--- src/source/hexdump_settings.svh ---
`ifndef HEXDUMP_SETTINGS_SVH
`define HEXDUMP_SETTINGS_SVH

// 8k buffer bits written one at a time and read back as 1k bytes
`define BUF_BIT_AW      13
`define BUF_BYTE_AW     10

`define PAGE_W          12      // three hex digits on the page line

// dump layout
`define BYTES_PER_LINE  16
`define LINES_USER      8
`define LINES_BOOT      30

// ascii codes
`define CHAR_SPACE      8'h20
`define CHAR_EOL        8'h0D

`define WR_LOW_CYCLES   2       // wr_n low time in MCLK cycles

`endif

--- src/source/hexdump_pkg.sv ---
`default_nettype none

`include "hexdump_settings.svh"

package hexdump_pkg;

    typedef enum logic [4:0] {
        ST_IDLE, ST_START,
        ST_PAGE2, ST_PAGE1, ST_PAGE0, ST_PAGE_EOL,
        ST_CHECK, ST_HI, ST_LO, ST_SPACE, ST_NEXT_BYTE,
        ST_EOL, ST_NEXT_LINE, ST_LINE_CHECK, ST_FINAL_EOL,
        ST_WAIT, ST_DONE
    } dump_state_e;

    typedef enum logic {MODE_BOOT, MODE_USER} dump_mode_e;

    typedef enum logic [2:0] {
        OP_PAGE2, OP_PAGE1, OP_PAGE0, OP_HI_NIBBLE, OP_LO_NIBBLE, OP_SPACE, OP_EOL
    } char_op_e;

    typedef struct packed {
        logic                   en;
        logic [`BUF_BIT_AW-1:0] addr;
        logic                   data;
    } buf_wr_t;

    typedef struct packed {
        logic     strobe;
        char_op_e op;
    } char_req_t;

    typedef struct packed {
        logic       strobe;
        logic [7:0] data;
    } tx_req_t;

    typedef struct packed {
        logic       start;
        dump_mode_e mode;
        logic       next_byte;
        logic       next_line;
    } cnt_ctrl_t;

    typedef struct packed {
        logic line_done;
        logic dump_done;
    } cnt_stat_t;

endpackage

`default_nettype wire

--- src/source/dump_counter.sv ---
`timescale 1ns/100ps
`default_nettype none

`include "hexdump_settings.svh"

module dump_counter (
    input  wire                         MCLK,
    input  wire                         rst,
    input  wire hexdump_pkg::cnt_ctrl_t ctrl,
    output hexdump_pkg::cnt_stat_t      stat,
    output logic [`BUF_BYTE_AW-1:0]     rd_addr
);

    localparam int LINE_MAX = (`LINES_BOOT > `LINES_USER) ? `LINES_BOOT : `LINES_USER;
    localparam int LINE_W   = $clog2(LINE_MAX + 1);
    localparam int BYTE_W   = $clog2(`BYTES_PER_LINE + 1);

    logic [LINE_W-1:0] line_cnt;    // lines still to print
    logic [BYTE_W-1:0] byte_cnt;    // entries done in this line

    always_ff @(posedge MCLK) begin
        if (rst) begin
            line_cnt       <= '0;
            byte_cnt       <= '0;
            rd_addr        <= '0;
            stat.line_done <= 1'b0;
            stat.dump_done <= 1'b0;
        end else if (ctrl.start) begin
            line_cnt       <= (ctrl.mode == hexdump_pkg::MODE_USER) ?
                              LINE_W'(`LINES_USER) : LINE_W'(`LINES_BOOT);
            byte_cnt       <= '0;
            rd_addr        <= '0;
            stat.line_done <= 1'b0;
            stat.dump_done <= 1'b0;
        end else if (ctrl.next_byte) begin
            rd_addr  <= rd_addr + 1'b1;
            byte_cnt <= byte_cnt + 1'b1;
            if (byte_cnt == BYTE_W'(`BYTES_PER_LINE - 1)) begin
                stat.line_done <= 1'b1;
            end
        end else if (ctrl.next_line) begin
            line_cnt       <= line_cnt - 1'b1;
            byte_cnt       <= '0;
            stat.line_done <= 1'b0;
            if (line_cnt == LINE_W'(1)) begin
                stat.dump_done <= 1'b1;     // that was the last line
            end
        end
    end

    // the sequencer must respect the line and dump boundaries
    assert property (@(posedge MCLK) disable iff (rst)
        ctrl.next_byte |-> !stat.line_done)
        else $error("next_byte after line_done");

    assert property (@(posedge MCLK) disable iff (rst)
        ctrl.next_line |-> !stat.dump_done)
        else $error("next_line after dump_done");

endmodule

`default_nettype wire

--- config.mk ---
export PLATFORM = sky130hd
export DESIGN_NAME = dump_counter
export DESIGN_NICKNAME = d
export VERILOG_FILES = /design/src/source/hexdump_pkg.sv /design/src/source/dump_counter.sv
export VERILOG_INCLUDE_DIRS = /design/src /design/src/source
export SDC_FILE = /design/constraint.sdc
export NUM_CORES = 1
export LEC_CHECK = 0
export BUFFER_PORTS_ARGS = -buffer_cell sky130_fd_sc_hd__buf_2
export CAP_MARGIN = 10
export CORE_UTILIZATION = 30
export DETAILED_ROUTE_END_ITERATION = 10
export MAX_ROUTING_LAYER = met4
export REMOVE_ABC_BUFFERS = 1
export SYNTH_ARGS = -nofsm -noshare
export SYNTH_HDL_FRONTEND = slang
export SYNTH_SLANG_ARGS = --single-unit
--- constraint.sdc ---
create_clock -name MCLK -period 1.7 [get_ports MCLK]
set_input_delay 0.085 -clock MCLK [delete_from_list [all_inputs] [get_ports MCLK]]
set_output_delay 0.085 -clock MCLK [all_outputs]
set_load 0.05 [all_outputs]
# Yosys cells after proc, flatten, opt, wreduce, memory -nomap -nowiden
# Index checks and enable logic that the tools add are counted.
# word_totals
ff_bits,22
input_bits,6
output_inout_bits,12
word_cells,29
# op_classes
n_addsub,3
eq_ne,4
n_mux,10
bitwise_logic,1
n_reduce_logical,6
# ops
op,count
two-way mux 5 bit,6
adder 10 x 1 -> 10 bit (second input constant),1
adder 5 x 1 -> 5 bit (second input constant),1
equality test 5 x 1 -> 1 bit (second input constant),1
equality test 5 x 4 -> 1 bit (second input constant),1
subtractor 5 x 1 -> 5 bit (second input constant),1
!= test 2 x 1 -> 1 bit (second input constant),2
AND reduction 2 bit,2
nonzero test 2 bit,2
two-way mux 1 bit,3
AND reduction 3 bit,1
two-way mux 2 bit,1
OR reduction 2 bit,1
NOT 1 bit,1

# Logic depth before layout (Yosys ltp)
# depth
depth_word,4
mapped_depth,6
ltp_nobuf,6

# Worst setup path before layout
# OpenSTA, ideal clock, no wires.
# synth_timing
path_kind,flip-flop to flip-flop
start,register rd_addr[0]
end,register rd_addr[6]
setup_ns,0.070
arrival_ns,1.600
required_ns,1.630
slack_ns,0.031
stages_incl_launch_ff,5
n_path_buf,0
synth_period_minus_slack_ns,1.669
cell_sequence,dfxtp_1 > ha_1 > inv_1 > or4_1 > a21oi_1
# synth_between
elab_chain_cells,1
# synth_lines
item,line_no,rtl
"start, declared",dump_counter.sv:11,output logic [`BUF_BYTE_AW-1:0] rd_addr
"start signal, assigned",dump_counter.sv:36,rd_addr <= rd_addr + 1'b1;
adder 10 x 1 -> 10 bit,dump_counter.sv:36,
# Every way passes these cells.
# A chain may end at the register's enable or synchronous reset.

# Final worst setup path
# Same ends and word-level chain as after synthesis.

==> flow_metrics.env <==
export IMPL_grt_overflow=0
export IMPL_syn_area_per_cell_um2=9.13
export IMPL_worstPathCellList="ha_1, inv_1, or4_1, a21oi_1"
export IMPL_required_ps=1940
export IMPL_tightest_slew_ps=366
export IMPL_critPathMaxFanout=5
export IMPL_ys_types=36
export IMPL_die_w_um=60.7
export IMPL_route_final_wire_length_um=1990
export IMPL_cts_resized_gates=0
export IMPL_antenna_found_initial=0
export IMPL_drt_pass1_iterations=4
export IMPL_final_common_cell="dfxtp_1"
export IMPL_layout_min_cycle_time_ps=1440
export IMPL_start_util=0.327
export IMPL_max_slew_margin_rel=0.753
export IMPL_max_stage_delay_ps=460
export IMPL_hold_class="in2reg"
export IMPL_rows=20
export IMPL_grt_pass1_wl_um=3520
export IMPL_wl_per_cell_um=11.4
export IMPL_synth_seq_cells=22
export IMPL_clockBufferDepth=2
export IMPL_cts_root_buf="clkbuf_4"
export IMPL_routabilityCongestion=0.785
export IMPL_cts_sinks=22
export IMPL_endpoint_kind="flop"
export IMPL_p_leak_nw=0.460
export IMPL_finish_utilization=0.380
export IMPL_cts_buffers=3
export IMPL_cp_data_arrival_time_ps=1680
export IMPL_p_per_area_mw_per_mm2=758
export IMPL_setup_viol=0
export IMPL_synth_edf_count=0
export IMPL_ys_flop_type="dfxtp_1"
export IMPL_yosysWarnings=0
export IMPL_die_area_mm2=0.00368
export IMPL_netlist_area_mm2=0.00103
export IMPL_slowest_stage="or4_1"
export IMPL_grt_total_usage=0.132
export IMPL_antenna_cells=0
export IMPL_clock_latency_ps=310
export IMPL_boundaryPins=18
export IMPL_core_area_mm2=0.00315
export IMPL_synthArstFlopShare=0
export IMPL_htree_levels=1
export IMPL_critical_path_class="reg2reg"
export IMPL_rsz0062_at_grt="no"
export IMPL_crit_start="rd_addr[0]"
export IMPL_tns_ps=0
export IMPL_hpwl_um=1460
export IMPL_nNetsFinal=143
export IMPL_layout_common_cells="dfxtp_1 (22), buf_2 (17), nor2_1 (13)"
export IMPL_die_h_um=60.7
export IMPL_status="completed"
export IMPL_cts_tree="built"
export IMPL_ir_drop_v=0.000554
export IMPL_period_share=0.849
export IMPL_yosysSeqAreaShare=0.427
export IMPL_fin_skew_ps=10.2
export IMPL_grt_start_max_net_pins=20
export IMPL_portBuffers=17
export IMPL_grt_pass1_vias=832
export IMPL_start_kind="flop"
export IMPL_maxCapViolations=0
export IMPL_syn_inst=113
export IMPL_num_vias=874
export IMPL_fmax_mhz=693
export IMPL_hp_start="ctrl[2]"
export IMPL_synthToLayoutAreaGrowth_pct=16.1
export IMPL_hold_ws_ps=33.1
export IMPL_drt_initial_drc_count=42
export IMPL_drive_gt1_frac=0.183
export IMPL_drcViolationCount=0
export IMPL_final_hold_violation_count=0
export IMPL_finalPower_w=0.000908
export IMPL_r2r_start="rd_addr[0]"
export IMPL_clkTransAtPathRegs_ps=130
export IMPL_detail_route_antenna_nets=0
export IMPL_vias_per_cell=4.99
export IMPL_maxSlewViolCount=0
-- metal layers --
| layer | global-route usage | wire length, um | up-vias |
|---|---|---|---|
| met3 | 0.0512 | 129 | 0 |
| met4 | 0.0195 | 0 | 0 |
| met1 | 0.153 | 919 | 409 |
| met2 | 0.221 | 938 | 23 |
| met5 | - | 0 | - |
| li1 | - | - | 442 |
-- final cells by class --
class	count	area, um^2
clock buffer	4	36.3
sequential	22	440
timing repair buffer	18	95.1
inverter	7	26.3
fill	351	1950
tap	44	55.1
multi-input combinational	80	546
-- synthesized netlist by cell type, types with 3 or more instances --
library cell   n  area share
xnor2_1        3       0.025
o31ai_1        3       0.022
dfxtp_1       22        0.43
xor2_1         6       0.051
a21oi_1       10       0.048
ha_1           5       0.061
nor2_1        13       0.047
inv_1          7       0.025
nand4_1        3       0.018
nand2_1        4       0.015
o31a_1         3       0.025
or4_1          3       0.022
-- per-stage QoR --
stage | instance area [um^2] | setup slack (ps) | cells
2_1_floorplan | 1010 | 30.0 | 109
4_1_cts | 1200 | 251 | 175
3_3_place_gp | 1150 | 350 | 170
3_5_place_dp | 1150 | 296 | 170
5_1_grt | 1200 | 155 | 175
6_report | 1200 | 256 | 175
-- power breakdown --
part	switching (W)	internal (W)
combinational	0.0000472	0.0000318
sequential	0.0000134	0.000528
clock	0.000157	0.000131
total	0.000218	0.000690
-- cell families (layout without fill, tap and decap cells) --
kind of cell	after synthesis	after routing	synth area share
multiplexers	1	1	0.00970
adder cells (fa/ha/maj)	5	5	0.0606
flip-flops	22	22	0.427
buffers and inverters	11	29	0.0449
AND/OR/NAND/NOR	41	41	0.230
AO/OA/AOI/OAI	24	24	0.152
XOR/XNOR	9	9	0.0764
-- state kept, by name, summed over array words and instances, names as in the netlist --
register  flops
rd_addr      10
byte_cnt      5
stat          2
line_cnt      5
-- timing repair --
item | CTS | global route
hold endpoints to repair | 2 | 0
setup buffers | 0 | 0
hold buffers | 1 | 0
-- final timing paths --
| kind | to | slack, ps | cells past startpoint |
|---|---|---|---|
| setup / recovery | rd_addr[6] | 260 | 4 |
| hold / removal | line_cnt[1] | 30 | 3 |
| setup reg to reg | rd_addr[6] | 260 | 4 |
| hold reg to reg | stat[1] | 480 | 2 |
-- worst max-delay path: cells and delay by family (launching register included) --
kind                       cells  cell delay (ps)
buffers and inverters          1               90
DFF                            1              440
AOI/OAI and AO/OA              1              150
adders and majority gates      1              240
and+or+nand+nor                1              460
No activity file was read; power rests on OpenSTA's default activity.
