<file path="config.mk">
export PLATFORM = sky130hd
export DESIGN_NAME = ft_write_port
export DESIGN_NICKNAME = d
export VERILOG_FILES = /design/src/source/hexdump_pkg.sv /design/src/source/ft_write_port.sv
export VERILOG_INCLUDE_DIRS = /design/src /design/src/source
export SDC_FILE = /design/constraint.sdc
export NUM_CORES = 1
export LEC_CHECK = 0
export ABC_AREA = 1
export BUFFER_PORTS_ARGS = -buffer_cell sky130_fd_sc_hd__buf_2
export CORE_AREA = 2 2 39 41
export DETAILED_ROUTE_END_ITERATION = 7
export DIE_AREA = 0 0 41 43
export PLACE_DENSITY = 0.72
export SYNTH_ARGS = -nofsm -noshare
export SYNTH_HDL_FRONTEND = slang
export SYNTH_SLANG_ARGS = --single-unit
</file>
<file path="constraint.sdc">
create_clock -name MCLK -period 1.09 [get_ports MCLK]
set_input_delay 0.0545 -clock MCLK [delete_from_list [all_inputs] [get_ports MCLK]]
set_output_delay 0.0545 -clock MCLK [all_outputs]
set_load 0.02 [all_outputs]
</file>
<file path="src/source/hexdump_settings.svh">
`ifndef HEXDUMP_SETTINGS_SVH
`define HEXDUMP_SETTINGS_SVH

// 8k buffer bits written one at a time and read back as 1k bytes
`define BUF_BIT_AW      13
`define BUF_BYTE_AW     10

`define PAGE_W          12      // three hex digits on the page line

// dump layout
`define BYTES_PER_LINE  16
`define LINES_USER      8
`define LINES_BOOT      30

// ascii codes
`define CHAR_SPACE      8'h20
`define CHAR_EOL        8'h0D

`define WR_LOW_CYCLES   2       // wr_n low time in MCLK cycles

`endif

</file>
<file path="src/source/hexdump_pkg.sv">
`default_nettype none

`include "hexdump_settings.svh"

package hexdump_pkg;

    typedef enum logic [4:0] {
        ST_IDLE, ST_START,
        ST_PAGE2, ST_PAGE1, ST_PAGE0, ST_PAGE_EOL,
        ST_CHECK, ST_HI, ST_LO, ST_SPACE, ST_NEXT_BYTE,
        ST_EOL, ST_NEXT_LINE, ST_LINE_CHECK, ST_FINAL_EOL,
        ST_WAIT, ST_DONE
    } dump_state_e;

    typedef enum logic {MODE_BOOT, MODE_USER} dump_mode_e;

    typedef enum logic [2:0] {
        OP_PAGE2, OP_PAGE1, OP_PAGE0, OP_HI_NIBBLE, OP_LO_NIBBLE, OP_SPACE, OP_EOL
    } char_op_e;

    typedef struct packed {
        logic                   en;
        logic [`BUF_BIT_AW-1:0] addr;
        logic                   data;
    } buf_wr_t;

    typedef struct packed {
        logic     strobe;
        char_op_e op;
    } char_req_t;

    typedef struct packed {
        logic       strobe;
        logic [7:0] data;
    } tx_req_t;

    typedef struct packed {
        logic       start;
        dump_mode_e mode;
        logic       next_byte;
        logic       next_line;
    } cnt_ctrl_t;

    typedef struct packed {
        logic line_done;
        logic dump_done;
    } cnt_stat_t;

endpackage

`default_nettype wire

</file>
<file path="src/source/ft_write_port.sv">
`timescale 1ns/100ps
`default_nettype none

`include "hexdump_settings.svh"

module ft_write_port (
    input  wire                       MCLK,
    input  wire                       rst,
    input  wire hexdump_pkg::tx_req_t tx,
    input  wire                       txe_n,
    input  wire                       send_boot,
    input  wire                       send_user,
    output logic [7:0]                data,
    output logic                      wr_n,
    output logic                      tx_done,
    output logic                      tx_abort
);

    typedef enum logic [1:0] {WP_IDLE, WP_WAIT, WP_LOW} wp_state_e;

    localparam int CNT_W = $clog2(`WR_LOW_CYCLES + 1);

    wp_state_e        state;
    logic [CNT_W-1:0] low_cnt;

    always_ff @(posedge MCLK) begin
        if (rst) begin
            state    <= WP_IDLE;
            wr_n     <= 1'b1;
            tx_done  <= 1'b0;
            tx_abort <= 1'b0;
            low_cnt  <= '0;
        end else begin
            tx_done  <= 1'b0;
            tx_abort <= 1'b0;
            case (state)
                WP_IDLE: begin
                    if (tx.strobe) begin
                        state <= WP_WAIT;
                    end
                end
                WP_WAIT: begin
                    if (!send_boot && !send_user) begin
                        state    <= WP_IDLE;    // host gave up, drop the byte
                        tx_abort <= 1'b1;
                    end else if (!txe_n) begin
                        state   <= WP_LOW;
                        wr_n    <= 1'b0;
                        low_cnt <= '0;
                    end
                end
                WP_LOW: begin
                    if (low_cnt == CNT_W'(`WR_LOW_CYCLES - 1)) begin
                        state   <= WP_IDLE;
                        wr_n    <= 1'b1;
                        tx_done <= 1'b1;
                    end else begin
                        low_cnt <= low_cnt + 1'b1;
                    end
                end
                default: state <= WP_IDLE;
            endcase
        end
    end

    // byte held on the pins from accept until the next accept
    always_ff @(posedge MCLK) begin
        if (state == WP_IDLE && tx.strobe) begin
            data <= tx.data;
        end
    end

    assert property (@(posedge MCLK) disable iff (rst)
        $fell(wr_n) |-> !wr_n [*`WR_LOW_CYCLES] ##1 wr_n)
        else $error("wr_n low pulse has wrong length");

endmodule

`default_nettype wire

</file>
# Yosys cells after proc, flatten, opt, wreduce, memory -nomap -nowiden
# Cells that the tools add are included.
op_classes:
  add_sub_neg: 1
  n_eq_ne: 9
  mux: 15
  bitwise: 2
  reduce_logical: 11
op_table:
  columns: ["operator", "count"]
  rows:
  - ["$mux W2", 7]
  - ["$ne A2 B2 Y1 const B", 5]
  - ["$reduce_and A4 Y1", 2]
  - ["$pmux W2 S3", 1]
  - ["$mux W1", 5]
  - ["$eq A2 B1 Y1 const B", 2]
  - ["$pmux W2 S2", 1]
  - ["$reduce_or A2 Y1", 2]
  - ["$ne A3 B3 Y1 const B", 1]
  - ["$reduce_and A3 Y1", 1]
  - ["$add A2 B1 Y2 const B", 1]
  - ["$eq A2 B2 Y1 const B", 1]
  - ["$logic_and A1 B1 Y1", 2]
  - ["$logic_not A1 Y1", 2]
  - ["$logic_not A2 Y1", 1]
  - ["$not A1 Y1", 2]
  - ["$pmux W1 S2", 1]
  - ["$reduce_bool A2 Y1", 1]
word_totals:
  regBits: 15
  in_bits: 14
  output_inout_bits: 11
  word_cells: 44

# Depth between registers and ports, before layout
depth:
  depth_word: 4
  depth_mapped: 6
  mapped_depth_nobuf: 6

# Worst setup path after synthesis
# No wires, ideal clock.
synth_timing:
  path_kind: "register to register"
  start: "register state[1]"
  end: "register data[0], enable pin"
  setup_ns: 0.324
  arrival_time_ns: 0.672
  required_ns: 0.766
  path_slack_ns: 0.094
  stages_incl_launch_ff: 4
  path_buffers: 0
  synth_period_minus_slack_ns: 0.996
  path_cell_list: "dfxtp_1 > nor2_1 > nand2_1 > inv_1"
synth_between:
  elab_chain_cells: 2
synth_rtl:
  columns: ["item", "line_no", "text"]
  rows:
  - ["start: declaration", "ft_write_port.sv:23", "wp_state_e state;"]
  - ["start signal: assignment", "ft_write_port.sv:28", "state <= WP_IDLE;"]
  - ["start signal: assignment", "ft_write_port.sv:39", "state <= WP_WAIT;"]
  - ["start signal: assignment", "ft_write_port.sv:44", "state <= WP_IDLE;"]
  - ["$logic_not A2 Y1", "ft_write_port.sv:68", "if (state == WP_IDLE && tx.strobe) begin"]
  - ["$logic_and A1 B1 Y1", "ft_write_port.sv:68", null]
  - ["end signal: assignment", "ft_write_port.sv:69", "data <= tx.data;"]
  - ["end: declaration", "ft_write_port.sv:13", "output logic [7:0] data,"]
# Every way passes these cells.
# A chain may end at the register's enable or synchronous reset.

# Worst setup path in the final report
layout_timing:
  start: "register state[1]"
  end: "register wr_n"
layout_between:
  elab_chain_cells: 3
  word_cells_on_any_way: 8
  cone_classes: "eq/ne (5); mux (1); reduce/logical (2)"
layout_rtl:
  columns: ["item", "line_no", "text"]
  rows:
  - ["$eq A2 B2 Y1 / $eq A2 B1 Y1 (equally long branches)", "ft_write_port.sv:36", "case (state)"]
  - ["$ne A2 B2 Y1 (no source line) / $reduce_bool A2 Y1 (equally long branches)", null, null]
  - ["$reduce_and A4 Y1 (no source line)", null, null]
  - ["end signal: assignment", "ft_write_port.sv:29", "wr_n <= 1'b1;"]
  - ["end signal: assignment", "ft_write_port.sv:48", "wr_n <= 1'b0;"]
  - ["end signal: assignment", "ft_write_port.sv:55", "wr_n <= 1'b1;"]
  - ["end: declaration", "ft_write_port.sv:14", "output logic wr_n,"]
# Parallel ways exist; a longest one is shown, timed or not.

==> results summary <==
The clock arrives with ~0.00042 ns of skew. The initial cell density of the core is 0.401. The area enclosed by the die boundary is 1760 um2.

The total of fill cells in the finished design came out at 121. The total of endpoints with negative setup slack in the final report is 0. The diode insertion count for antenna repair came out at 0. The die is 43 um tall. The routability congestion estimate is 0.691. The cell chosen for the clock root is sky130_fd_sc_hd__clkbuf_4. The number of clock sinks came out at 15. The total track usage came out at 0.136. The initial antenna violation count came out at 0. The routed length per placed instance came out at around 9.8 um. The min-delay analysis places its worst path in the category primary input to flip-flop. The worst-margin pin slew came out at 0.229 ns. TritonCTS built the clock tree.

The fmax came out at 1010 MHz. The final hold violation count is 0. The peak fanout along the critical path is 4. The family of cells with the greatest summed delay on the critical path is simple AND/OR/NAND/NOR gates.

The headroom to the max-slew limit is 0.846. The post-synthesis register bit count is 15. The area of the core region came out at 1380 um2. The worst setup path is launched from a flip-flop. The estimated wirelength of the detail-placed design is around 730 um.

The number of synthesized flops with an enable pin is 8. The signal on the critical path passes through buf_4 -> nor2_2 -> nand3_4 -> nand2_1 -> nand3b_1. Summing all non-filler instances in the final layout gives an area of 816 um2.

The delay of the slowest critical-path stage is 0.33 ns. The required arrival time at the worst endpoint is 1.24 ns. The post-synthesis net count is 62. The worst setup path is captured at a flip-flop. The number of input and output port buffers inserted is 24. The total DRC errors in the routed layout came out at 0. For this run, the register share of the synthesized area comes to 0.686. The source of the critical timing path is state[1]. For this run, the number of Yosys warnings is 0. The share of the clock period used by the worst path after layout came out at 0.905. The boundary pin count came out at 25. In the synthesized netlist the async set-or-reset flop fraction comes to 0.

The run finished with clean final reports. The clock latency of the later-clocked register in the worst-skew pair came out at 0.26 ns. The area growth from synthesis to layout is 47.2%. The clock period could shrink to 0.986 ns. The critical path class is flip-flop to flip-flop. The cell at the slowest stage of the critical path is sky130_fd_sc_hd__dfxtp_1. The number of buffers on the longest clock path is 2.

The number of iterations in the first detailed-routing pass is 2. After synthesis, the mean cell area works out to 11.8 um2. The total CTS buffers came out at 3. The startpoint identified for the worst register-to-register timing path is state[1]. Setup repair after global routing left no endpoint under its margin.

The signal arrival time at the worst endpoint is 1.14 ns. The final route contains 434 vias. The number of max-slew violations in the final report came out at 0. The synthesized area is 554 um2. The largest voltage drop on the vdd net is 515 uV.

The number of global-route vias before repair came out at 428. The max capacitance violation total came out at 0. The post-CTS clock slew at the launch and capture registers of the worst setup and hold paths came out at 0.08 ns. The total global routing overflow is 0. The H-tree depth came out at 1.

The first global-routing pass estimated 1640 um of wire. The die width is approximately 40 um. The count of nets left with antenna violations once routing finished came out at 0.

The cell area reported after detailed placement is 709 um2. Entering global routing, the biggest net connects 9 pins. The leakage power is between 0.3 and 0.4 nW.

The violation count after the first detailed-routing iteration came out at 1. In the final layout, the share of cells above drive strength 1 is 0.435. In the synthesized netlist, the number of instances is 47. Counting distinct cell types in the post-synthesis netlist gives 16. The site row count came out at 14. The startpoint identified for the worst hold timing path is rst. Setup total negative slack on the finished layout was measured at 0 ns.

Setup slack on the critical path of the routed design comes to approximately 0.10 ns. In the synthesized netlist the dominant register cell turns out to be sky130_fd_sc_hd__edfxtp_1. The worst setup slack before clock tree synthesis is about 0.025 ns. The routed design has 992 um of wire. The sum of buffers and inverters on the critical path came out at 1.

Dividing total power by cell area gives a power density of 1330 nW/um2. The count of nets after finishing came out at slightly above 100. Dividing the detail-routed via count by the number of cells gives 4.30.
## worst register-to-register path, stage by stage, from the launching register on
cell and delay (ns):
sky130_fd_sc_hd__dfxtp_1 0.33, sky130_fd_sc_hd__buf_4 0.14, sky130_fd_sc_hd__nor2_2 0.15, sky130_fd_sc_hd__nand3_4 0.11, sky130_fd_sc_hd__nand2_1 0.07, sky130_fd_sc_hd__nand3b_1 0.07
## cell type report
type	count	area (um2)	share of cell area
repair buffers	34	215	0.264
multi-input cells	22	136	0.167
well taps	16	20.0	0.0245
flip-flops and latches	15	380	0.466
clock buffers	4	26.3	0.0322
inverters	10	37.5	0.0460
## state kept, by name (all words and copies together) (netlist names)
register,count
data,8
low_cnt,2
state,2
tx_abort,1
tx_done,1
wr_n,1
## synthesized netlist by cell type, types with 2 or more instances
cell                       instances  area, um2
sky130_fd_sc_hd__nor2_1            2       7.51
sky130_fd_sc_hd__a21oi_1           3       15.0
sky130_fd_sc_hd__nand3_1           3       15.0
sky130_fd_sc_hd__inv_1             8       30.0
sky130_fd_sc_hd__dfxtp_1           7        140
sky130_fd_sc_hd__nand4_1           2       12.5
sky130_fd_sc_hd__nor2_2            2       12.5
sky130_fd_sc_hd__nand2_1           4       15.0
sky130_fd_sc_hd__inv_2             2       7.51
sky130_fd_sc_hd__edfxtp_1          8        240
## path summary, 6_finish.rpt
check               endpoint  slack [ns]  depth (start not counted)
setup / recovery        wr_n        0.10                          5
hold / removal      state[1]        0.02                          2
setup reg to reg        wr_n        0.10                          5
hold reg to reg   low_cnt[1]        0.48                          2
## where the power goes
group | switching, mW | internal [mW]
Combinational | 0.0875 | 0.0695
Sequential | 0.0110 | 0.629
Clock | 0.150 | 0.141
Total | 0.248 | 0.840
## cells in the final DEF, fill, tap and decap left out
master                          netlist  layout
sky130_fd_sc_hd__dfxtp_1              7       7
sky130_fd_sc_hd__buf_2                0      24
sky130_fd_sc_hd__nand2_1              4       4
sky130_fd_sc_hd__buf_4                0       2
sky130_fd_sc_hd__nand4_1              2       2
sky130_fd_sc_hd__clkbuf_4             0       3
sky130_fd_sc_hd__clkbuf_1             0       1
sky130_fd_sc_hd__edfxtp_1             8       8
sky130_fd_sc_hd__a21oi_2              1       1
sky130_fd_sc_hd__nand3b_1             1       1
sky130_fd_sc_hd__nand2_2              1       1
sky130_fd_sc_hd__inv_1                8       7
sky130_fd_sc_hd__nor4_1               1       1
sky130_fd_sc_hd__inv_2                2       3
sky130_fd_sc_hd__nand3_1              3       3
sky130_fd_sc_hd__ha_1                 1       1
sky130_fd_sc_hd__nor2_2               2       2
sky130_fd_sc_hd__nor2_1               2       2
sky130_fd_sc_hd__dlygate4sd3_1        0       8
sky130_fd_sc_hd__a21oi_1              3       3
sky130_fd_sc_hd__nand3_4              1       1
## what timing repair did
| item | CTS | global route |
|---|---|---|
| hold buffers | 8 | 0 |
| endpoints found under the hold margin | 8 | 0 |
| gates resized for setup | 0 | 1 |
| setup buffers | 0 | 0 |
| setup endpoints to repair | 0 | 8 |
## metrics by stage
stage                     hold slack, ns  utilization  std cells  power (mW)
final                             0.0188        0.590        101        1.09
after detailed placement           0.233        0.513         89       0.789
after global placement             0.232        0.513         89       0.785
after floorplan                    0.117            -         47       0.730
after global routing              0.0225        0.590        101        1.15
after CTS                         0.0152        0.590        101        1.10
## layer usage
layer / track usage / up-vias / routed length (um)
met4: 0.0600 / 0 / 0
met2: 0.209 / 18 / 463
met5: 0 / - / 0
li1: - / 231 / -
met1: 0.175 / 185 / 445
met3: 0.0314 / 0 / 83
## cells by family (layout without fill, tap and decap cells)
| family | Yosys count | after routing | share of synthesized area |
|---|---|---|---|
| AOI/OAI and AO/OA | 4 | 4 | 0.0429 |
| adders and majority gates | 1 | 1 | 0.0226 |
| buffers and inverters | 10 | 48 | 0.0677 |
| DFF | 15 | 15 | 0.686 |
| and+or+nand+nor | 17 | 17 | 0.181 |
Power figures use the tool's default switching activity.
