**src/source/hexdump_settings.svh**
```systemverilog
`ifndef HEXDUMP_SETTINGS_SVH
`define HEXDUMP_SETTINGS_SVH

// 8k buffer bits written one at a time and read back as 1k bytes
`define BUF_BIT_AW      13
`define BUF_BYTE_AW     10

`define PAGE_W          12      // three hex digits on the page line

// dump layout
`define BYTES_PER_LINE  16
`define LINES_USER      8
`define LINES_BOOT      30

// ascii codes
`define CHAR_SPACE      8'h20
`define CHAR_EOL        8'h0D

`define WR_LOW_CYCLES   2       // wr_n low time in MCLK cycles

`endif

```
**src/source/hexdump_pkg.sv**
```systemverilog
`default_nettype none

`include "hexdump_settings.svh"

package hexdump_pkg;

    typedef enum logic [4:0] {
        ST_IDLE, ST_START,
        ST_PAGE2, ST_PAGE1, ST_PAGE0, ST_PAGE_EOL,
        ST_CHECK, ST_HI, ST_LO, ST_SPACE, ST_NEXT_BYTE,
        ST_EOL, ST_NEXT_LINE, ST_LINE_CHECK, ST_FINAL_EOL,
        ST_WAIT, ST_DONE
    } dump_state_e;

    typedef enum logic {MODE_BOOT, MODE_USER} dump_mode_e;

    typedef enum logic [2:0] {
        OP_PAGE2, OP_PAGE1, OP_PAGE0, OP_HI_NIBBLE, OP_LO_NIBBLE, OP_SPACE, OP_EOL
    } char_op_e;

    typedef struct packed {
        logic                   en;
        logic [`BUF_BIT_AW-1:0] addr;
        logic                   data;
    } buf_wr_t;

    typedef struct packed {
        logic     strobe;
        char_op_e op;
    } char_req_t;

    typedef struct packed {
        logic       strobe;
        logic [7:0] data;
    } tx_req_t;

    typedef struct packed {
        logic       start;
        dump_mode_e mode;
        logic       next_byte;
        logic       next_line;
    } cnt_ctrl_t;

    typedef struct packed {
        logic line_done;
        logic dump_done;
    } cnt_stat_t;

endpackage

`default_nettype wire

```
**src/source/dump_sequencer.sv**
```systemverilog
`timescale 1ns/100ps
`default_nettype none

module dump_sequencer (
    input  wire                         MCLK,
    input  wire                         rst,
    input  wire                         send_boot,
    input  wire                         send_user,
    output hexdump_pkg::char_req_t      req,
    input  wire                         tx_done,
    input  wire                         tx_abort,
    output hexdump_pkg::cnt_ctrl_t      cnt,
    input  wire hexdump_pkg::cnt_stat_t stat,
    output hexdump_pkg::dump_mode_e     mode
);

    hexdump_pkg::dump_state_e state, state_next;
    hexdump_pkg::dump_state_e ret_state, ret_next;     // where to go after tx_done
    logic                     outstanding;

    always_ff @(posedge MCLK) begin
        if (rst) begin
            state     <= hexdump_pkg::ST_IDLE;
            ret_state <= hexdump_pkg::ST_IDLE;
            mode      <= hexdump_pkg::MODE_BOOT;
        end else begin
            state     <= state_next;
            ret_state <= ret_next;
            if (state == hexdump_pkg::ST_IDLE && (send_boot || send_user)) begin
                mode <= send_boot ? hexdump_pkg::MODE_BOOT : hexdump_pkg::MODE_USER;
            end
        end
    end

    always_comb begin
        state_next = state;
        ret_next   = ret_state;
        req.strobe = 1'b0;
        req.op     = hexdump_pkg::OP_SPACE;
        case (state)
            hexdump_pkg::ST_IDLE: begin
                if (send_boot || send_user) begin
                    state_next = hexdump_pkg::ST_START;
                end
            end
            hexdump_pkg::ST_START: begin
                state_next = (mode == hexdump_pkg::MODE_USER) ?
                             hexdump_pkg::ST_PAGE2 : hexdump_pkg::ST_CHECK;
            end
            hexdump_pkg::ST_PAGE2: begin
                req.strobe = 1'b1;
                req.op     = hexdump_pkg::OP_PAGE2;
                ret_next   = hexdump_pkg::ST_PAGE1;
            end
            hexdump_pkg::ST_PAGE1: begin
                req.strobe = 1'b1;
                req.op     = hexdump_pkg::OP_PAGE1;
                ret_next   = hexdump_pkg::ST_PAGE0;
            end
            hexdump_pkg::ST_PAGE0: begin
                req.strobe = 1'b1;
                req.op     = hexdump_pkg::OP_PAGE0;
                ret_next   = hexdump_pkg::ST_PAGE_EOL;
            end
            hexdump_pkg::ST_PAGE_EOL: begin
                req.strobe = 1'b1;
                req.op     = hexdump_pkg::OP_EOL;
                ret_next   = hexdump_pkg::ST_CHECK;
            end
            // one spare cycle here lets the byte read settle
            hexdump_pkg::ST_CHECK: begin
                state_next = stat.line_done ? hexdump_pkg::ST_EOL : hexdump_pkg::ST_HI;
            end
            hexdump_pkg::ST_HI: begin
                req.strobe = 1'b1;
                req.op     = hexdump_pkg::OP_HI_NIBBLE;
                ret_next   = hexdump_pkg::ST_LO;
            end
            hexdump_pkg::ST_LO: begin
                req.strobe = 1'b1;
                req.op     = hexdump_pkg::OP_LO_NIBBLE;
                ret_next   = hexdump_pkg::ST_SPACE;
            end
            hexdump_pkg::ST_SPACE: begin
                req.strobe = 1'b1;
                req.op     = hexdump_pkg::OP_SPACE;
                ret_next   = hexdump_pkg::ST_NEXT_BYTE;
            end
            hexdump_pkg::ST_NEXT_BYTE: state_next = hexdump_pkg::ST_CHECK;
            hexdump_pkg::ST_EOL: begin
                req.strobe = 1'b1;
                req.op     = hexdump_pkg::OP_EOL;
                ret_next   = hexdump_pkg::ST_NEXT_LINE;
            end
            hexdump_pkg::ST_NEXT_LINE: state_next = hexdump_pkg::ST_LINE_CHECK;
            hexdump_pkg::ST_LINE_CHECK: begin
                state_next = stat.dump_done ? hexdump_pkg::ST_FINAL_EOL : hexdump_pkg::ST_HI;
            end
            hexdump_pkg::ST_FINAL_EOL: begin
                req.strobe = 1'b1;
                req.op     = hexdump_pkg::OP_EOL;
                ret_next   = hexdump_pkg::ST_DONE;
            end
            hexdump_pkg::ST_WAIT: begin
                if (tx_abort) begin
                    state_next = hexdump_pkg::ST_IDLE;
                end else if (tx_done) begin
                    state_next = ret_state;
                end
            end
            hexdump_pkg::ST_DONE: begin
                if (!send_boot && !send_user) begin
                    state_next = hexdump_pkg::ST_IDLE;
                end
            end
            default: state_next = hexdump_pkg::ST_IDLE;
        endcase
        if (req.strobe) begin
            state_next = hexdump_pkg::ST_WAIT;  // every char goes out before the next step
        end
    end

    assign cnt.start     = (state == hexdump_pkg::ST_START);
    assign cnt.mode      = mode;
    assign cnt.next_byte = (state == hexdump_pkg::ST_NEXT_BYTE);
    assign cnt.next_line = (state == hexdump_pkg::ST_NEXT_LINE);

    // a char is in flight from its strobe until the write port answers
    always_ff @(posedge MCLK) begin
        if (rst) begin
            outstanding <= 1'b0;
        end else if (req.strobe) begin
            outstanding <= 1'b1;
        end else if (tx_done || tx_abort) begin
            outstanding <= 1'b0;
        end
    end

    assert property (@(posedge MCLK) disable iff (rst)
        req.strobe |-> !outstanding)
        else $error("char request while a byte is outstanding");

endmodule

`default_nettype wire

```
**config.mk**
```make
export PLATFORM = sky130hd
export DESIGN_NAME = dump_sequencer
export DESIGN_NICKNAME = d
export VERILOG_FILES = /design/src/source/hexdump_pkg.sv /design/src/source/dump_sequencer.sv
export VERILOG_INCLUDE_DIRS = /design/src /design/src/source
export SDC_FILE = /design/constraint.sdc
export NUM_CORES = 1
export LEC_CHECK = 0
export ABC_AREA = 1
export BUFFER_PORTS_ARGS = -buffer_cell sky130_fd_sc_hd__buf_2
export CORE_MARGIN = 10
export CORE_UTILIZATION = 57
export DETAILED_ROUTE_END_ITERATION = 10
export PLACE_DENSITY_LB_ADDON = 0.3
export SYNTH_ARGS = -nofsm -noshare
export SYNTH_HDL_FRONTEND = slang
export SYNTH_SLANG_ARGS = --single-unit
```
**constraint.sdc**
```tcl
create_clock -name MCLK -period 4.05 [get_ports MCLK]
set_input_delay 0.2025 -clock MCLK [delete_from_list [all_inputs] [get_ports MCLK]]
set_output_delay 0.2025 -clock MCLK [all_outputs]
set_load 0.1 [all_outputs]
```
After elaboration in Yosys (flattened, before gate mapping)

Index checks and enable logic that the tools add are counted.
Widths: inputs -> output; s select.

Bits in registers: 11
Word-level logic and storage cells: 52
Input bits: 8

Mux-type cells: 12
Reduce and logical (&&, ||, !) cells: 12
Equal/unequal tests: 23
Bitwise operators: 1

Operators with widths:

| kind               | number |
|---|---|
| $pmux 5 s9         | 2 |
| $eq 5x4->1 const B | 8 |
| $pmux 4 s7         | 1 |
| $eq 5x3->1 const B | 4 |
| $mux 5             | 4 |
| $mux 4             | 3 |
| $eq 5x2->1 const B | 2 |
| $reduce_bool 9->1  | 1 |
| $reduce_or 9->1    | 1 |
| $reduce_and 4->1   | 2 |
| $ne 3x3->1 const B | 2 |
| $eq 5x1->1 const B | 1 |
| $eq 5x5->1 const B | 1 |
| $logic_not 5->1    | 1 |
| $ne 2x1->1 const B | 2 |
| $ne 4x4->1 const B | 1 |
| $mux 3             | 1 |
| $ne 3x2->1 const B | 1 |
| $reduce_or 3->1    | 1 |
| $logic_and 1x1->1  | 2 |
| $logic_not 1->1    | 2 |
| $ne 2x2->1 const B | 1 |
| $reduce_or 2->1    | 1 |
| $logic_or 1x1->1   | 1 |
| 2 further kinds    | 2 |

Depth between registers and ports, before layout

Word-level depth: 5
Gate-level depth with buffers: 10
Mapped depth without buffers: 10

Worst setup path after synthesis

No wires, ideal clock.

Path kind: register -> output
From: register state[0]
To: output req[2] in the netlist's numbering
Setup slack: 1.414 ns
Cell stages (with the launch flop): 9
Arrival time: 2.434 ns
Data required time: 3.848 ns
Cells stage by stage: dfxtp_1 > nor2_1 > nand2_2 > nor2_2 > nor2_4 > nand2_2 > nor2_4 > inv_2 > nand4_1

RTL lines:

| element                  | line                 | source |
|---|---|---|
| start: declaration       | dump_sequencer.sv:17 | `hexdump_pkg::dump_state_e state, state_next;` |
| start signal: assignment | dump_sequencer.sv:23 | `state <= hexdump_pkg::ST_IDLE;` |
| start signal: assignment | dump_sequencer.sv:27 | `state <= state_next;` |
| end: declaration         | dump_sequencer.sv:9  | `output hexdump_pkg::char_req_t req,` |

==> out/results.txt <==
Buffers placed on the I/O ports in this run total 16. Hold violation count in the final report: 0. From bottom edge to top edge, the die measures 58.4 um.

For the die area, the log shows 3410 um^2. The flow ran to the end, and the final reports show no timing, DRC or antenna violations. The run gives 0.140 as the total global routing track utilization. TritonCTS built the clock tree. The tools report the startpoint class of the critical path as a flip-flop. The worst hold path begins at send_boot.

After synthesis the netlist holds a flip-flop and latch count of 11. Buffers inserted during clock tree synthesis total 3. The detailed router finished its first iteration with 25 violations.

In this run the clock root is driven by a clkbuf_4. Share of the yosys chip area belonging to registers: 0.262. The final hold slack is 134 ps, and the starting density of the core is 0.623. The core area is 1350 um^2. The area overhead of the layout relative to synthesis came out at 13.4%. The clock drives 11 sinks. Data on the critical path is required at its endpoint by 3850 ps.

The dominant cell type by count on the critical path was inv_2. The buffers inserted during post-CTS setup optimization is 0. Setup repair after global routing left no endpoint under its margin. The logs give 3910 um for the wire length of the first global-routing pass and 433 MHz for the timing-limited maximum frequency. The logs give 1930 um for the half-perimeter wire length of the detailed placement result and 270 ps for the clock latency reported for the late side of the worst-skew pair. After technology mapping, the gate count stands at 144. After clock tree synthesis, the clock-pin slew on the worst setup and hold paths is 80 ps. Before CTS, the worst setup slack after placement is 2020 ps.

The slowest stage of the critical path is the dfxtp_1 cell. The cell count of the worst reg-to-reg path is 9. STA classifies the critical path endpoint as an output pin. Core occupancy in the finished layout: 0.706. After detailed routing, the number of remaining DRC violations is 0. After synthesis, the netlist uses 22 different library cells.

For the hold buffer count at cts, the log shows 0. The worst register-to-register path begins at state[4]. For the number of antenna violations at the first check in global routing, the log shows 0.

Maximum level of the CTS H-tree: 1. By startpoint and endpoint, the worst setup path is classified as reg2out. The run gives 10 as the pin count of the biggest net entering global routing. Broken down by cell family, the worst path's largest delay share belongs to buffers and inverters. Counting the fill cells in the layout gives 115. In this run the deepest clock path goes through 2 buffers. The sum of negative setup slack was 0 ps; the share of final-layout standard cells stronger than drive strength 1 was 0.216. The relative slew slack is 0.671. The number of global-route vias before repair is 913, and the multi-input logic area is 537 um^2. The reported max-cap violation count is 0. The routed design has 2360 um of wire.

The worst path meets setup with 1740 ps of slack. Fraction of post-synthesis cell area in the top cell type by area: 0.262. At the pin with the least slew margin, the transition time is 497 ps. The net count of the finished layout was 171. For the worst-case clock skew, the log shows 7.47 ps.

The pre-antenna-repair detailed-routing pass consisted of 4 iterations. The run gives 0.966 as the global placement routability congestion. The tightest min-delay check is of the in2reg type. Walking the worst path, the cells encountered are inv_2 -> nand3_1 -> nor2_1 -> nor2_2 -> nand2_2 -> nor2_4 -> inv_2 -> o211ai_1 -> buf_2. Summed over all layers, the global routing overflow is 0. The number of buffer and inverter stages on the critical path is 3, and the maximum fanout count along the critical path is 8.

Row generation in the floorplan step produced 13 rows. The worst path arrival time is 2110 ps. In the final layout, flip-flops and latches occupy 220 um^2.

The worst hold path terminates at mode. The post-synthesis area per instance is 5.84 um^2. The via density per instance was 5.60. The setup check on the worst reg-to-reg path leaves a slack of 2430 ps.

The tools report the number of diodes as 0. Cell type with the largest total area after synthesis: dfxtp_1. In this run the critical register-to-register path is captured at state[4]. The clock period could shrink to 2310 ps.

The routed wirelength normalized by instance count came out at 13.3 um. Sorting the synthesized cells by area gives the leading types as dfxtp_1, nor2_1, nand2_1, inv_1, nand3_1. The final antenna-violating net count is 0.

For this run, the number of Yosys warnings is 0. After clock tree synthesis, the repair step resized 0 gates. The boundary pin count came out at 17. Setup violations remaining at the end of the flow were counted as 0. The tools report the number of pins with negative max-slew slack in the final report as 0. The combined area of all synthesized cells came out at 841 um^2. The number of nets handed over by synthesis was 152.

For the vias after detailed routing, the log shows 991. Measured along the x axis, the die boundary spans 58.4 um. Along the worst hold path, the cell count comes to 2. The period utilization was 0.571; the largest stage delay on the critical path was 480 ps.
==> per-layer routing <==
layer  part of all wire  vias to the layer above  GRT usage
met5                  0                        -          0
met4              0.025                        0     0.0470
met3              0.083                       10     0.0386
met2               0.46                       44      0.234
met1               0.44                      442      0.166
li1                   -                      495          -
==> worst reg2reg max path: cells and delay by family (launching register included) <==
family,cells,cell delay [ps]
buffers and inverters,1,150
and+or+nand+nor,7,740
AOI/OAI and AO/OA,1,150
DFF,1,480
==> Yosys cell counts <==
cell	number
nor2_1	34
or2_2	2
nand3_2	2
nand4_1	4
nand2_1	30
a211oi_1	1
nand3_1	11
buf_4	1
buf_2	1
a21oi_1	6
inv_1	17
o211ai_1	2
inv_2	2
a31oi_1	2
nor2_4	2
dfxtp_1	11
nand2_2	3
nor3_1	6
nand2_4	1
nor2_2	4
nor4_1	1
o21ai_0	1
==> registers in the layout (all words and copies together), names as in the netlist <==
signal and cells:
state 5, mode 1, ret_state 5
==> logic make-up (layout without fill, tap and decap cells) <==
| family | after synthesis | in the layout | share of synthesized area |
|---|---|---|---|
| AOI/OAI and AO/OA | 12 | 12 | 0.0833 |
| buffers and inverters | 21 | 39 | 0.0997 |
| DFF | 11 | 11 | 0.262 |
| and+or+nand+nor | 100 | 100 | 0.555 |
==> worst max-delay path by stage <==
| stage | depth (start not counted) | startpoint | slack [ps] | end |
|---|---|---|---|---|
| global route | 9 | state[4] | 1580 | req[0] |
| detailed placement | 9 | state[4] | 2020 | req[0] |
| floorplan | 8 | state[0] | 1410 | req[2] |
| global placement | 9 | state[4] | 2030 | req[0] |
| finish | 9 | state[4] | 1740 | req[0] |
| CTS | 9 | state[4] | 1740 | req[0] |
==> metrics by stage <==
| stage | area, um^2 | std cells |
|---|---|---|
| final | 953 | 177 |
| after global placement | 927 | 173 |
| after CTS | 953 | 177 |
| after detailed placement | 927 | 173 |
| after floorplan | 841 | 144 |
| after global routing | 953 | 177 |
==> final cells by class <==
| cell class | count | share of cell area |
|---|---|---|
| flip-flops and latches | 11 | 0.231 |
| inverters | 19 | 0.0748 |
| well taps | 15 | 0.0197 |
| clock buffers | 4 | 0.0276 |
| multi-input cells | 112 | 0.563 |
| repair buffers | 16 | 0.0840 |
==> cell usage in the layout (no fill, tap or decap), types with 3 or more instances in the layout <==
master    count
nor2_1       34
nand2_1      30
inv_1        17
buf_2        16
nand3_1      11
dfxtp_1      11
nor3_1        6
a21oi_1       6
nor2_2        4
nand4_1       4
nand2_2       3
clkbuf_4      3
Power is not shown: default switching activity piles up to over one toggle a cycle in this logic, so the estimate is an artifact.
