--- src/source/hexdump_settings.svh ---
`ifndef HEXDUMP_SETTINGS_SVH
`define HEXDUMP_SETTINGS_SVH

// 8k buffer bits written one at a time and read back as 1k bytes
`define BUF_BIT_AW      13
`define BUF_BYTE_AW     10

`define PAGE_W          12      // three hex digits on the page line

// dump layout
`define BYTES_PER_LINE  16
`define LINES_USER      8
`define LINES_BOOT      30

// ascii codes
`define CHAR_SPACE      8'h20
`define CHAR_EOL        8'h0D

`define WR_LOW_CYCLES   2       // wr_n low time in MCLK cycles

`endif

--- src/source/hexdump_pkg.sv ---
`default_nettype none

`include "hexdump_settings.svh"

package hexdump_pkg;

    typedef enum logic [4:0] {
        ST_IDLE, ST_START,
        ST_PAGE2, ST_PAGE1, ST_PAGE0, ST_PAGE_EOL,
        ST_CHECK, ST_HI, ST_LO, ST_SPACE, ST_NEXT_BYTE,
        ST_EOL, ST_NEXT_LINE, ST_LINE_CHECK, ST_FINAL_EOL,
        ST_WAIT, ST_DONE
    } dump_state_e;

    typedef enum logic {MODE_BOOT, MODE_USER} dump_mode_e;

    typedef enum logic [2:0] {
        OP_PAGE2, OP_PAGE1, OP_PAGE0, OP_HI_NIBBLE, OP_LO_NIBBLE, OP_SPACE, OP_EOL
    } char_op_e;

    typedef struct packed {
        logic                   en;
        logic [`BUF_BIT_AW-1:0] addr;
        logic                   data;
    } buf_wr_t;

    typedef struct packed {
        logic     strobe;
        char_op_e op;
    } char_req_t;

    typedef struct packed {
        logic       strobe;
        logic [7:0] data;
    } tx_req_t;

    typedef struct packed {
        logic       start;
        dump_mode_e mode;
        logic       next_byte;
        logic       next_line;
    } cnt_ctrl_t;

    typedef struct packed {
        logic line_done;
        logic dump_done;
    } cnt_stat_t;

endpackage

`default_nettype wire

--- src/source/hex_formatter.sv ---
`timescale 1ns/100ps
`default_nettype none

`include "hexdump_settings.svh"

module hex_formatter (
    input  wire                         MCLK,
    input  wire                         rst,
    input  wire hexdump_pkg::char_req_t req,
    input  wire [7:0]                   rd_data,
    input  wire [`PAGE_W-1:0]           page,
    input  wire                         start,
    output hexdump_pkg::tx_req_t        tx
);

    logic [`PAGE_W-1:0] page_q;     // page frozen for the whole dump
    logic [7:0]         char_byte;
    logic [7:0]         data_q;
    logic               strobe_q;

    function automatic logic [7:0] hex_ascii(input logic [3:0] nib);
        return (nib < 4'd10) ? (8'h30 + {4'h0, nib}) : (8'h37 + {4'h0, nib});
    endfunction

    always_comb begin
        case (req.op)
            hexdump_pkg::OP_PAGE2:     char_byte = hex_ascii(page_q[8 +: 4]);
            hexdump_pkg::OP_PAGE1:     char_byte = hex_ascii(page_q[4 +: 4]);
            hexdump_pkg::OP_PAGE0:     char_byte = hex_ascii(page_q[0 +: 4]);
            hexdump_pkg::OP_HI_NIBBLE: char_byte = hex_ascii(rd_data[7:4]);
            hexdump_pkg::OP_LO_NIBBLE: char_byte = hex_ascii(rd_data[3:0]);
            hexdump_pkg::OP_SPACE:     char_byte = `CHAR_SPACE;
            default:                   char_byte = `CHAR_EOL;
        endcase
    end

    always_ff @(posedge MCLK) begin
        if (start) begin
            page_q <= page;
        end
        if (req.strobe) begin
            data_q <= char_byte;
        end
    end

    always_ff @(posedge MCLK) begin
        if (rst) begin
            strobe_q <= 1'b0;
        end else begin
            strobe_q <= req.strobe;     // byte valid one cycle after the request
        end
    end

    assign tx.strobe = strobe_q;
    assign tx.data   = data_q;

endmodule

`default_nettype wire

--- config.mk ---
export PLATFORM = sky130hd
export DESIGN_NAME = hex_formatter
export DESIGN_NICKNAME = d
export VERILOG_FILES = /design/src/source/hexdump_pkg.sv /design/src/source/hex_formatter.sv
export VERILOG_INCLUDE_DIRS = /design/src /design/src/source
export SDC_FILE = /design/constraint.sdc
export NUM_CORES = 1
export LEC_CHECK = 0
export BUFFER_PORTS_ARGS = -buffer_cell sky130_fd_sc_hd__buf_2
export CAP_MARGIN = 10
export CORE_ASPECT_RATIO = 1.25
export CORE_UTILIZATION = 46
export CTS_CLUSTER_SIZE = 8
export DETAILED_ROUTE_END_ITERATION = 7
export PLACE_DENSITY = 0.74
export SLEW_MARGIN = 20
export SYNTH_ARGS = -nofsm -noshare
export SYNTH_HDL_FRONTEND = slang
export SYNTH_SLANG_ARGS = --single-unit
--- constraint.sdc ---
create_clock -name MCLK -period 1.5 [get_ports MCLK]
set_input_delay 0.075 -clock MCLK [delete_from_list [all_inputs] [get_ports MCLK]]
set_output_delay 0.075 -clock MCLK [all_outputs]
set_load 0.05 [all_outputs]
* Word-level counts from Yosys, hierarchy flattened
Index checks and enable logic that the tools add are counted.
** Word-level totals
- Output and inout port bits :: 9
- Bits of input ports :: 27
- Bits in registers :: 21
** Operators by class
- Add/sub/neg operators :: 10
- Eq/ne operators :: 5
- $lt $le $gt $ge :: 5
- Mux-type cells :: 6
- Reduce and logical (&&, ||, !) cells :: 1
** Operators with widths (count)
- adder 6 x 4 -> 7 bit, first input constant :: 10
- one-hot mux 7 bit (6 select lines) :: 1
- two-way mux 7 bit :: 5
- < comparator 4 bit, second input constant :: 5
- == test 3 x 2 -> 1 bit, second input constant :: 2
- == test 3 bit, second input constant :: 2
- == test 3 x 1 -> 1 bit, second input constant :: 1
- zero test 3 bit :: 1

* Depth between registers and ports, before layout
Gate-level depths: netlist of run 1.
- Depth in word-level cells :: 3
- Depth in mapped cells :: 6
- Mapped depth without buffers :: 6

* Worst setup path before layout of run 1
OpenSTA, ideal clock, no wires.
- Path kind :: flip-flop to flip-flop
- Start point :: register page_q[5]
- End point :: register data_q[2], data pin
- Cell stages (with the launch flop) :: 7
- Data arrival time :: 1.267 ns
- Data required time :: 1.239 ns
- Path slack :: -0.028 ns
- Cell sequence :: edfxtp_1 > inv_1 > ha_1 > and4b_1 > a21oi_1 > o21ai_1 > o32a_1
** On the way
- Cells in the longest elaborated chain, start to end :: 3
** Ends and longest elaborated chain
- start: declaration :: RTL line hex_formatter.sv:16 : logic [`PAGE_W-1:0] page_q;
- start signal: assignment :: RTL line hex_formatter.sv:39 : page_q <= page;
- adder 6 x 4 -> 7 bit / < comparator 4 bit (equally long branches) :: RTL line hex_formatter.sv:22 : return (nib < 4'd10) ? (8'h30 + {4'h0, nib}) : (8'h37 + {4'h0, nib});
- two-way mux 7 bit (*) :: RTL line hex_formatter.sv:22
- one-hot mux 7 bit (6 select lines) (*) :: RTL line hex_formatter.sv:26 : case (req.op)
- net char_byte[2] :: RTL line hex_formatter.sv:17 : logic [7:0] char_byte;
- end signal: assignment :: RTL line hex_formatter.sv:42 : data_q <= char_byte;
- end: declaration :: RTL line hex_formatter.sv:18 : logic [7:0] data_q;
Mark *: on every way through the listed nets, which the timed path passes. The rest lies on a longest branch.
A chain may end at the register's enable or synchronous reset.

* Final worst setup path of run 1
- Start point :: register page_q[9]
- End point :: register data_q[2], data pin
Same word-level chain as after synthesis.

==> metrics.md, run 1 <==
| Metric | Value |
|---|---|
| Status | `finished with violations` |
| Failing checks | `negative setup slack` |
| CP Buf/Inv Count | `1` |
| Share of the synthesized area in the top cell type | `43.4%` |
| CORE AREA | `2710 um^2` |
| Cell Area, Synth | `1310 um^2` |
| Die area | `3080 um^2` |
| Iteration-0 DRC Markers | `41` |
| Async SR Flop Fraction | `0%` |
| First-pass GRT wire length | `4.53 mm` |
| Post-synth EDFFs | `19` |
| P per Cell Area | `783 nW/um^2` |
| Clk_lat worst skew | `300 ps` |
| Reg-to-reg slack, setup | `-40 ps` |
| Max Clk Rate | `0.651 GHz` |
| Fin crit share | `102%` |
| Fin nets | `217` |
| Area growth syn-to-layout | `33.6%` |
| CP required | `1570 ps` |
| # rows | `21` |
| Chip width | `49.8 um` |
| Worst Path Max Fanout | `4` |
| Total gr overflow | `0` |
| Clock Tree Buf Depth | `2` |
| Syn Nets | `161` |
| CTS H-tree depth | `1` |
| Via density | `5.61` |
| Post-synth top area cell | `edfxtp_1` |
| Yosys reg bits | `20` |
| Fillers | `222` |
| Placed cell area | `1550 um^2` |
| Die height | `61.8 um` |
| Hold depth | `1` |
| Hold path start | `req[3]` |
| Final wirelength | `2.96 mm` |
| Reg2reg start | `page_q[9]` |
| Leak | `0.000751 uW` |
| Initial core utilization | `48.5%` |
| Max Cap Viol | `0` |
| Hold EP | `data_q[2]` |
| CTS tree | `done` |
| Layout cells sized above 1 | `33.7%` |
| Clock tree root buffer cell | `clkbuf_4` |
| Min Clock Period, post-route | `1540 ps` |
| Syn Inst Count | `129` |
| Synth Area per Inst | `10.2 um^2` |
| Reg2reg path depth | `6` |
| CP top delay family | `compound AO/OA/AOI/OAI gates` |
| TritonCTS buffer count | `3` |
| Yosys warnings | `0` |
| Top_reg_cell synth | `edfxtp_1` |
| Post-synthesis sequential area ratio | `45.0%` |
| Antenna diodes | `0` |
| WHS | `93.9 ps` |
| WL/cell | `13.6 um` |
| Port buffer count | `34` |
| Count of different cell masters after synthesis | `44` |
| Path category of the worst min-delay check | `in -> reg` |
| Sink Count | `20` |
| Cells along the critical path | `inv_1, ha_2, and4b_1, o21ai_1, o21ai_1, o32a_1` |
| Pins over their slew limit | `0` |
| Largest net degree at the start of global routing | `16` |
| Crit path DAT | `1610 ps` |
| Slowest stage delay, CP | `410 ps` |
| Worst path most repeated cell | `o21ai_1` |
| RSZ-0062 raised after global routing | `true` |
| Setup Viol. Count Final | `3` |
| Reg clk slew, reported paths | `110 ps` |
| Placed wire-length estimate | `2.18 mm` |
| RePlAce Congestion | `0.821` |
| Largest cells by area after synthesis | `edfxtp_1 (43%), ha_1 (4.8%), a21oi_1 (3.0%)` |
| CP Launch Type | `register` |
| GRT Util Overall | `19.6%` |
| Routed vias | `1224` |
| Initial antenna violation count | `0` |
| Clock Skew | `0.400 ps` |
| Vias in the first global route | `1188` |
| Initial DRT Pass Iterations | `4` |
| IO Pins | `36` |
| Design Area, Final | `1760 um^2` |
| Slowest stage cell, crit path | `edfxtp_1` |
| Worst Setup Path Type | `reg -> reg` |
| Setup crit end kind | `register` |
| Final worst slack | `-36.4 ps` |
| Final hold violations | `0` |
| Final antenna-violating net count | `0` |
| Worst r2r dst | `data_q[2]` |
| Maximum vdd drop | `0.651 mV` |
| Drc violations | `0` |
placed cells by master (no fill, tap or decap), types with 2 or more instances in the layout:
cell type and instances:
nand2b_1 2, edfxtp_1 19, a32oi_1 2, clkbuf_4 3, o21ai_1 7, o32a_1 2
and4b_1 3, nor2_1 5, nor2b_1 5, ha_1 3, ha_2 2, a211o_1 3
o22ai_1 2, nand3_1 2, nand2_1 9, o21ai_0 3, buf_4 9, dlygate4sd3_1 13
mux2_2 2, a21oi_1 7, a211oi_1 2, inv_1 9, mux2i_1 2, or3_1 4
xnor2_1 3, a21o_2 2, buf_2 34
worst reg2reg max path, delay by kind of cell (launching register included):
kind	cells	cell delay (ps)
AO/OA/AOI/OAI	3	470
adder cells (fa/ha/maj)	1	180
buffers and inverters	1	60
flip-flops	1	410
AND/OR/NAND/NOR	1	180
worst max-delay path by stage:
stage	startpoint	to	slack (ps)	cells after the start
6_report	page_q[9]	data_q[2]	-40	6
5_1_grt	page_q[9]	data_q[2]	-110	6
4_1_cts	page_q[9]	data_q[2]	-30	6
3_5_place_dp	page_q[5]	data_q[6]	-130	6
3_3_place_gp	page_q[4]	data_q[6]	-40	6
2_1_floorplan	page_q[5]	data_q[6]	4	6
metal layers:
layer,GRT usage [%],share of wire (%),vias up
li1,-,-,598
met1,18.5,37,568
met2,42.3,56,50
met3,3.41,4.1,8
met4,6.94,2.2,0
met5,0,0,-
where the power goes:
| group | internal, uW | switching [uW] | leakage (uW) | total (uW) |
|---|---|---|---|---|
| sequential | 664 | 29.4 | 0.000196 | 694 |
| combinational | 183 | 232 | 0.000540 | 415 |
| clock | 97.2 | 170 | 0.0000154 | 267 |
| total | 945 | 431 | 0.000751 | 1380 |
sequential cells by signal (all words and copies together) (netlist names):
register and count:
data_q 7, page_q 12, strobe_q 1
Yosys cell counts, types with 3 or more instances:
master / count
nand2_1: 9
o21ai_1: 4
nor2b_1: 6
nor2_1: 5
xnor2_1: 3
a211oi_1: 3
o22ai_1: 3
a21oi_1: 8
inv_1: 10
ha_1: 5
or3_1: 4
a211o_1: 3
and4b_1: 3
edfxtp_1: 19
o21ai_0: 7
cell type report:
cell class	count	area, um^2	area share (%)
clock inverter	1	3.75	0.214
inverter	10	37.5	2.14
tap	34	42.5	2.42
multi-input combinational	94	691	39.3
clock buffer	3	22.5	1.28
timing repair buffer	56	368	21.0
sequential	20	591	33.6
kinds of logic after synthesis:
group	share of synthesized area, %
and+or+nand+nor	18.4
other	0.285
xor gates and xnor gates	2.00
muxes	3.24
AOI/OAI and AO/OA	20.9
DFF	45.0
adders and majority gates	4.76
buffers and inverters	5.52
repair_timing:
action / 4_1_cts / 5_1_grt
setup buffers: 0 / 2
hold buffers: 13 / 0
pin swaps: 2 / 5
gates resized for setup: 4 / 8
endpoints found under the hold margin: 13 / 0
cloned: 0 / 0
endpoints found under the setup margin: 4 / 7
stage by stage:
| stage | TNS (ps) | std cells | setup slack, ps | power, uW | util (%) |
|---|---|---|---|---|---|
| after floorplan | 0 | 129 | 4.29 | 941 | - |
| after global placement | -58.6 | 199 | -41.5 | 1050 | 57.2 |
| after detailed placement | -172 | 199 | -134 | 1070 | 57.2 |
| after CTS | -55.6 | 216 | -31.7 | 1350 | 63.2 |
| after global routing | -354 | 218 | -107 | 1430 | 64.9 |
| final | -61.4 | 218 | -36.4 | 1380 | 64.9 |
Power figures use the tool's default switching activity.
==> run 2: changes to the inputs <==
--- a/config.mk
+++ b/config.mk
@@ -6,13 +6,14 @@
 export SDC_FILE = /design/constraint.sdc
 export NUM_CORES = 1
 export LEC_CHECK = 0
+export ABC_CLOCK_PERIOD_IN_PS = 1500
 export BUFFER_PORTS_ARGS = -buffer_cell sky130_fd_sc_hd__buf_2
 export CAP_MARGIN = 10
 export CORE_ASPECT_RATIO = 1.25
 export CORE_UTILIZATION = 46
 export CTS_CLUSTER_SIZE = 8
 export DETAILED_ROUTE_END_ITERATION = 7
-export PLACE_DENSITY = 0.74
+export PLACE_DENSITY = 0.77
 export SLEW_MARGIN = 20
 export SYNTH_ARGS = -nofsm -noshare
 export SYNTH_HDL_FRONTEND = slang
==> metrics.md, run 2 (synthesis results as in run 1) <==
| Metric | Value |
|---|---|
| Status | `finished with violations` |
| Failing checks | `negative setup slack` |
| CORE AREA | `2710 um^2` |
| IO Pins | `36` |
| DR WL met2 | `1.87 mm` |
| Initial DRT Pass Iterations | `4` |
| Worst Setup Path Type | `reg -> reg` |
| Slowest stage delay, CP | `410 ps` |
| Met1 wire length | `1.26 mm` |
| First-pass GRT wire length | `4.67 mm` |
| Chip width | `49.8 um` |
| Met3 WL | `165 um` |
| Setup WS pre-CTS | `-124 ps` |
| Largest Register | `page_q` |
| Drc violations | `0` |
| Largest net degree at the start of global routing | `16` |
| CTS tree | `done` |
| WL/cell | `15.3 um` |
| RePlAce Congestion | `0.851` |
| Final antenna-violating net count | `0` |
| Clock Tree Buf Depth | `2` |
| Placed cell count | `199` |
| Iteration-0 DRC Markers | `49` |
| Top sig layer | `met4` |
| Final hold violations | `0` |
| Final core occ | `68.8%` |
| Maximum vdd drop | `0.781 mV` |
| Antenna diodes | `0` |
| Total gr overflow | `0` |
| Slowest stage cell, crit path | `edfxtp_1` |
| Sink Count | `20` |
| GRT Util Overall | `20.3%` |
| Reg2reg path depth | `6` |
| Crit path DAT | `1680 ps` |
| Finished Layout Cells | `221` |
| Worst Path Max Fanout | `3` |
| Max Clk Rate | `0.622 GHz` |
| # rows | `21` |
| Cells along the critical path | `inv_2, ha_4, and4b_1, a21oi_2, o21ai_1, o32a_1` |
| Largest regs | `page_q (12), data_q (7), strobe_q (1)` |
| Clock Skew | `0.491 ps` |
| Hold depth | `1` |
| Initial core utilization | `48.5%` |
| Port buffer count | `34` |
| Max reg flops | `12` |
| Min Clock Period, post-route | `1610 ps` |
| Most frequent cells in the layout | `buf_2 (34), edfxtp_1 (19), dlygate4sd3_1 (13), buf_4 (10), nand2_1 (9)` |
| Layout cells sized above 1 | `36.9%` |
| CTS H-tree depth | `1` |
| WHS | `89.0 ps` |
| Initial antenna violation count | `0` |
| Die area | `3080 um^2` |
| Area growth syn-to-layout | `41.8%` |
| Die height | `61.8 um` |
| Reg clk slew, reported paths | `110 ps` |
| Final wirelength | `3.38 mm` |
| Fin nets | `220` |
| Routed vias | `1289` |
| RSZ-0062 raised after global routing | `true` |
| Pins over their slew limit | `0` |
| Path category of the worst min-delay check | `in -> reg` |
| Clock tree root buffer cell | `clkbuf_4` |
| Placed wire-length estimate | `2.11 mm` |
| Setup crit end kind | `register` |
| Clk_lat worst skew | `310 ps` |
| Leak | `0.000796 uW` |
| Reg-to-reg slack, setup | `-110 ps` |
| TritonCTS buffer count | `3` |
| Via density | `5.83` |
| Setup Viol. Count Final | `4` |
| P per Cell Area | `861 nW/um^2` |
| CP Launch Type | `register` |
| Most common cell after layout, fill and taps aside | `buf_2` |
| Vias in the first global route | `1183` |
| CP required | `1570 ps` |
| Fin crit share | `107%` |
| Setup TNS | `-326 ps` |
| Max Cap Viol | `0` |
| Final worst slack | `-109 ps` |
-- run 2: cell count changes in the layout (fill, tap and decap cells not counted), sizes merged --
cell	delta
buf	+3
bufinv	+1
clkinv	-1
-- run 2: layout make-up --
type	count	area (um^2)
Timing Repair Buffer	59	398
Clock buffer	3	22.5
Tap cell	34	42.5
Clock inverter	1	30.0
Multi-Input combinational cell	94	742
Fill cell	192	843
Inverter	10	37.5
Sequential cell	20	591
-- run 2: critical path, delay by kind of cell, from the launching register on --
family	cells	cell delay [ps]
compound gates	3	520
fa+ha+maj	1	170
buf+inv	1	60
flops	1	410
simple gates	1	210
-- run 2: worst paths after layout --
kind | from | to
worst max-delay path | page_q[5] | data_q[2]
worst min-delay path | req[3] | data_q[1]
worst max register to register | page_q[5] | data_q[2]
worst min register to register | page_q[8] | data_q[0]
-- run 2: metal layers --
metal / GRT usage, % / up-vias
li1: - / 608
met1: 18.4 / 611
met2: 42.9 / 59
met3: 4.62 / 11
met4: 8.57 / 0
met5: 0 / -
-- run 2: metrics by stage --
| step | total power, uW | instance area (um^2) |
|---|---|---|
| 2_1_floorplan | 941 | 1320 |
| 3_3_place_gp | 1050 | 1550 |
| 3_5_place_dp | 1070 | 1550 |
| 4_1_cts | 1530 | 1740 |
| 5_1_grt | 1660 | 1860 |
| 6_report | 1600 | 1860 |
-- run 2: what timing repair did --
item	4_1_cts	5_1_grt
endpoints found under the hold margin	13	0
resized for setup	3	22
endpoints found under the setup margin	5	7
pin swaps	2	7
gates cloned	0	0
hold buffers	13	0
setup buffers	0	5
-- run 2: power by group --
part           switching [uW]  total (uW)  internal [uW]
clock network             172         443            270
logic                     251         459            208
registers                37.9         703            665
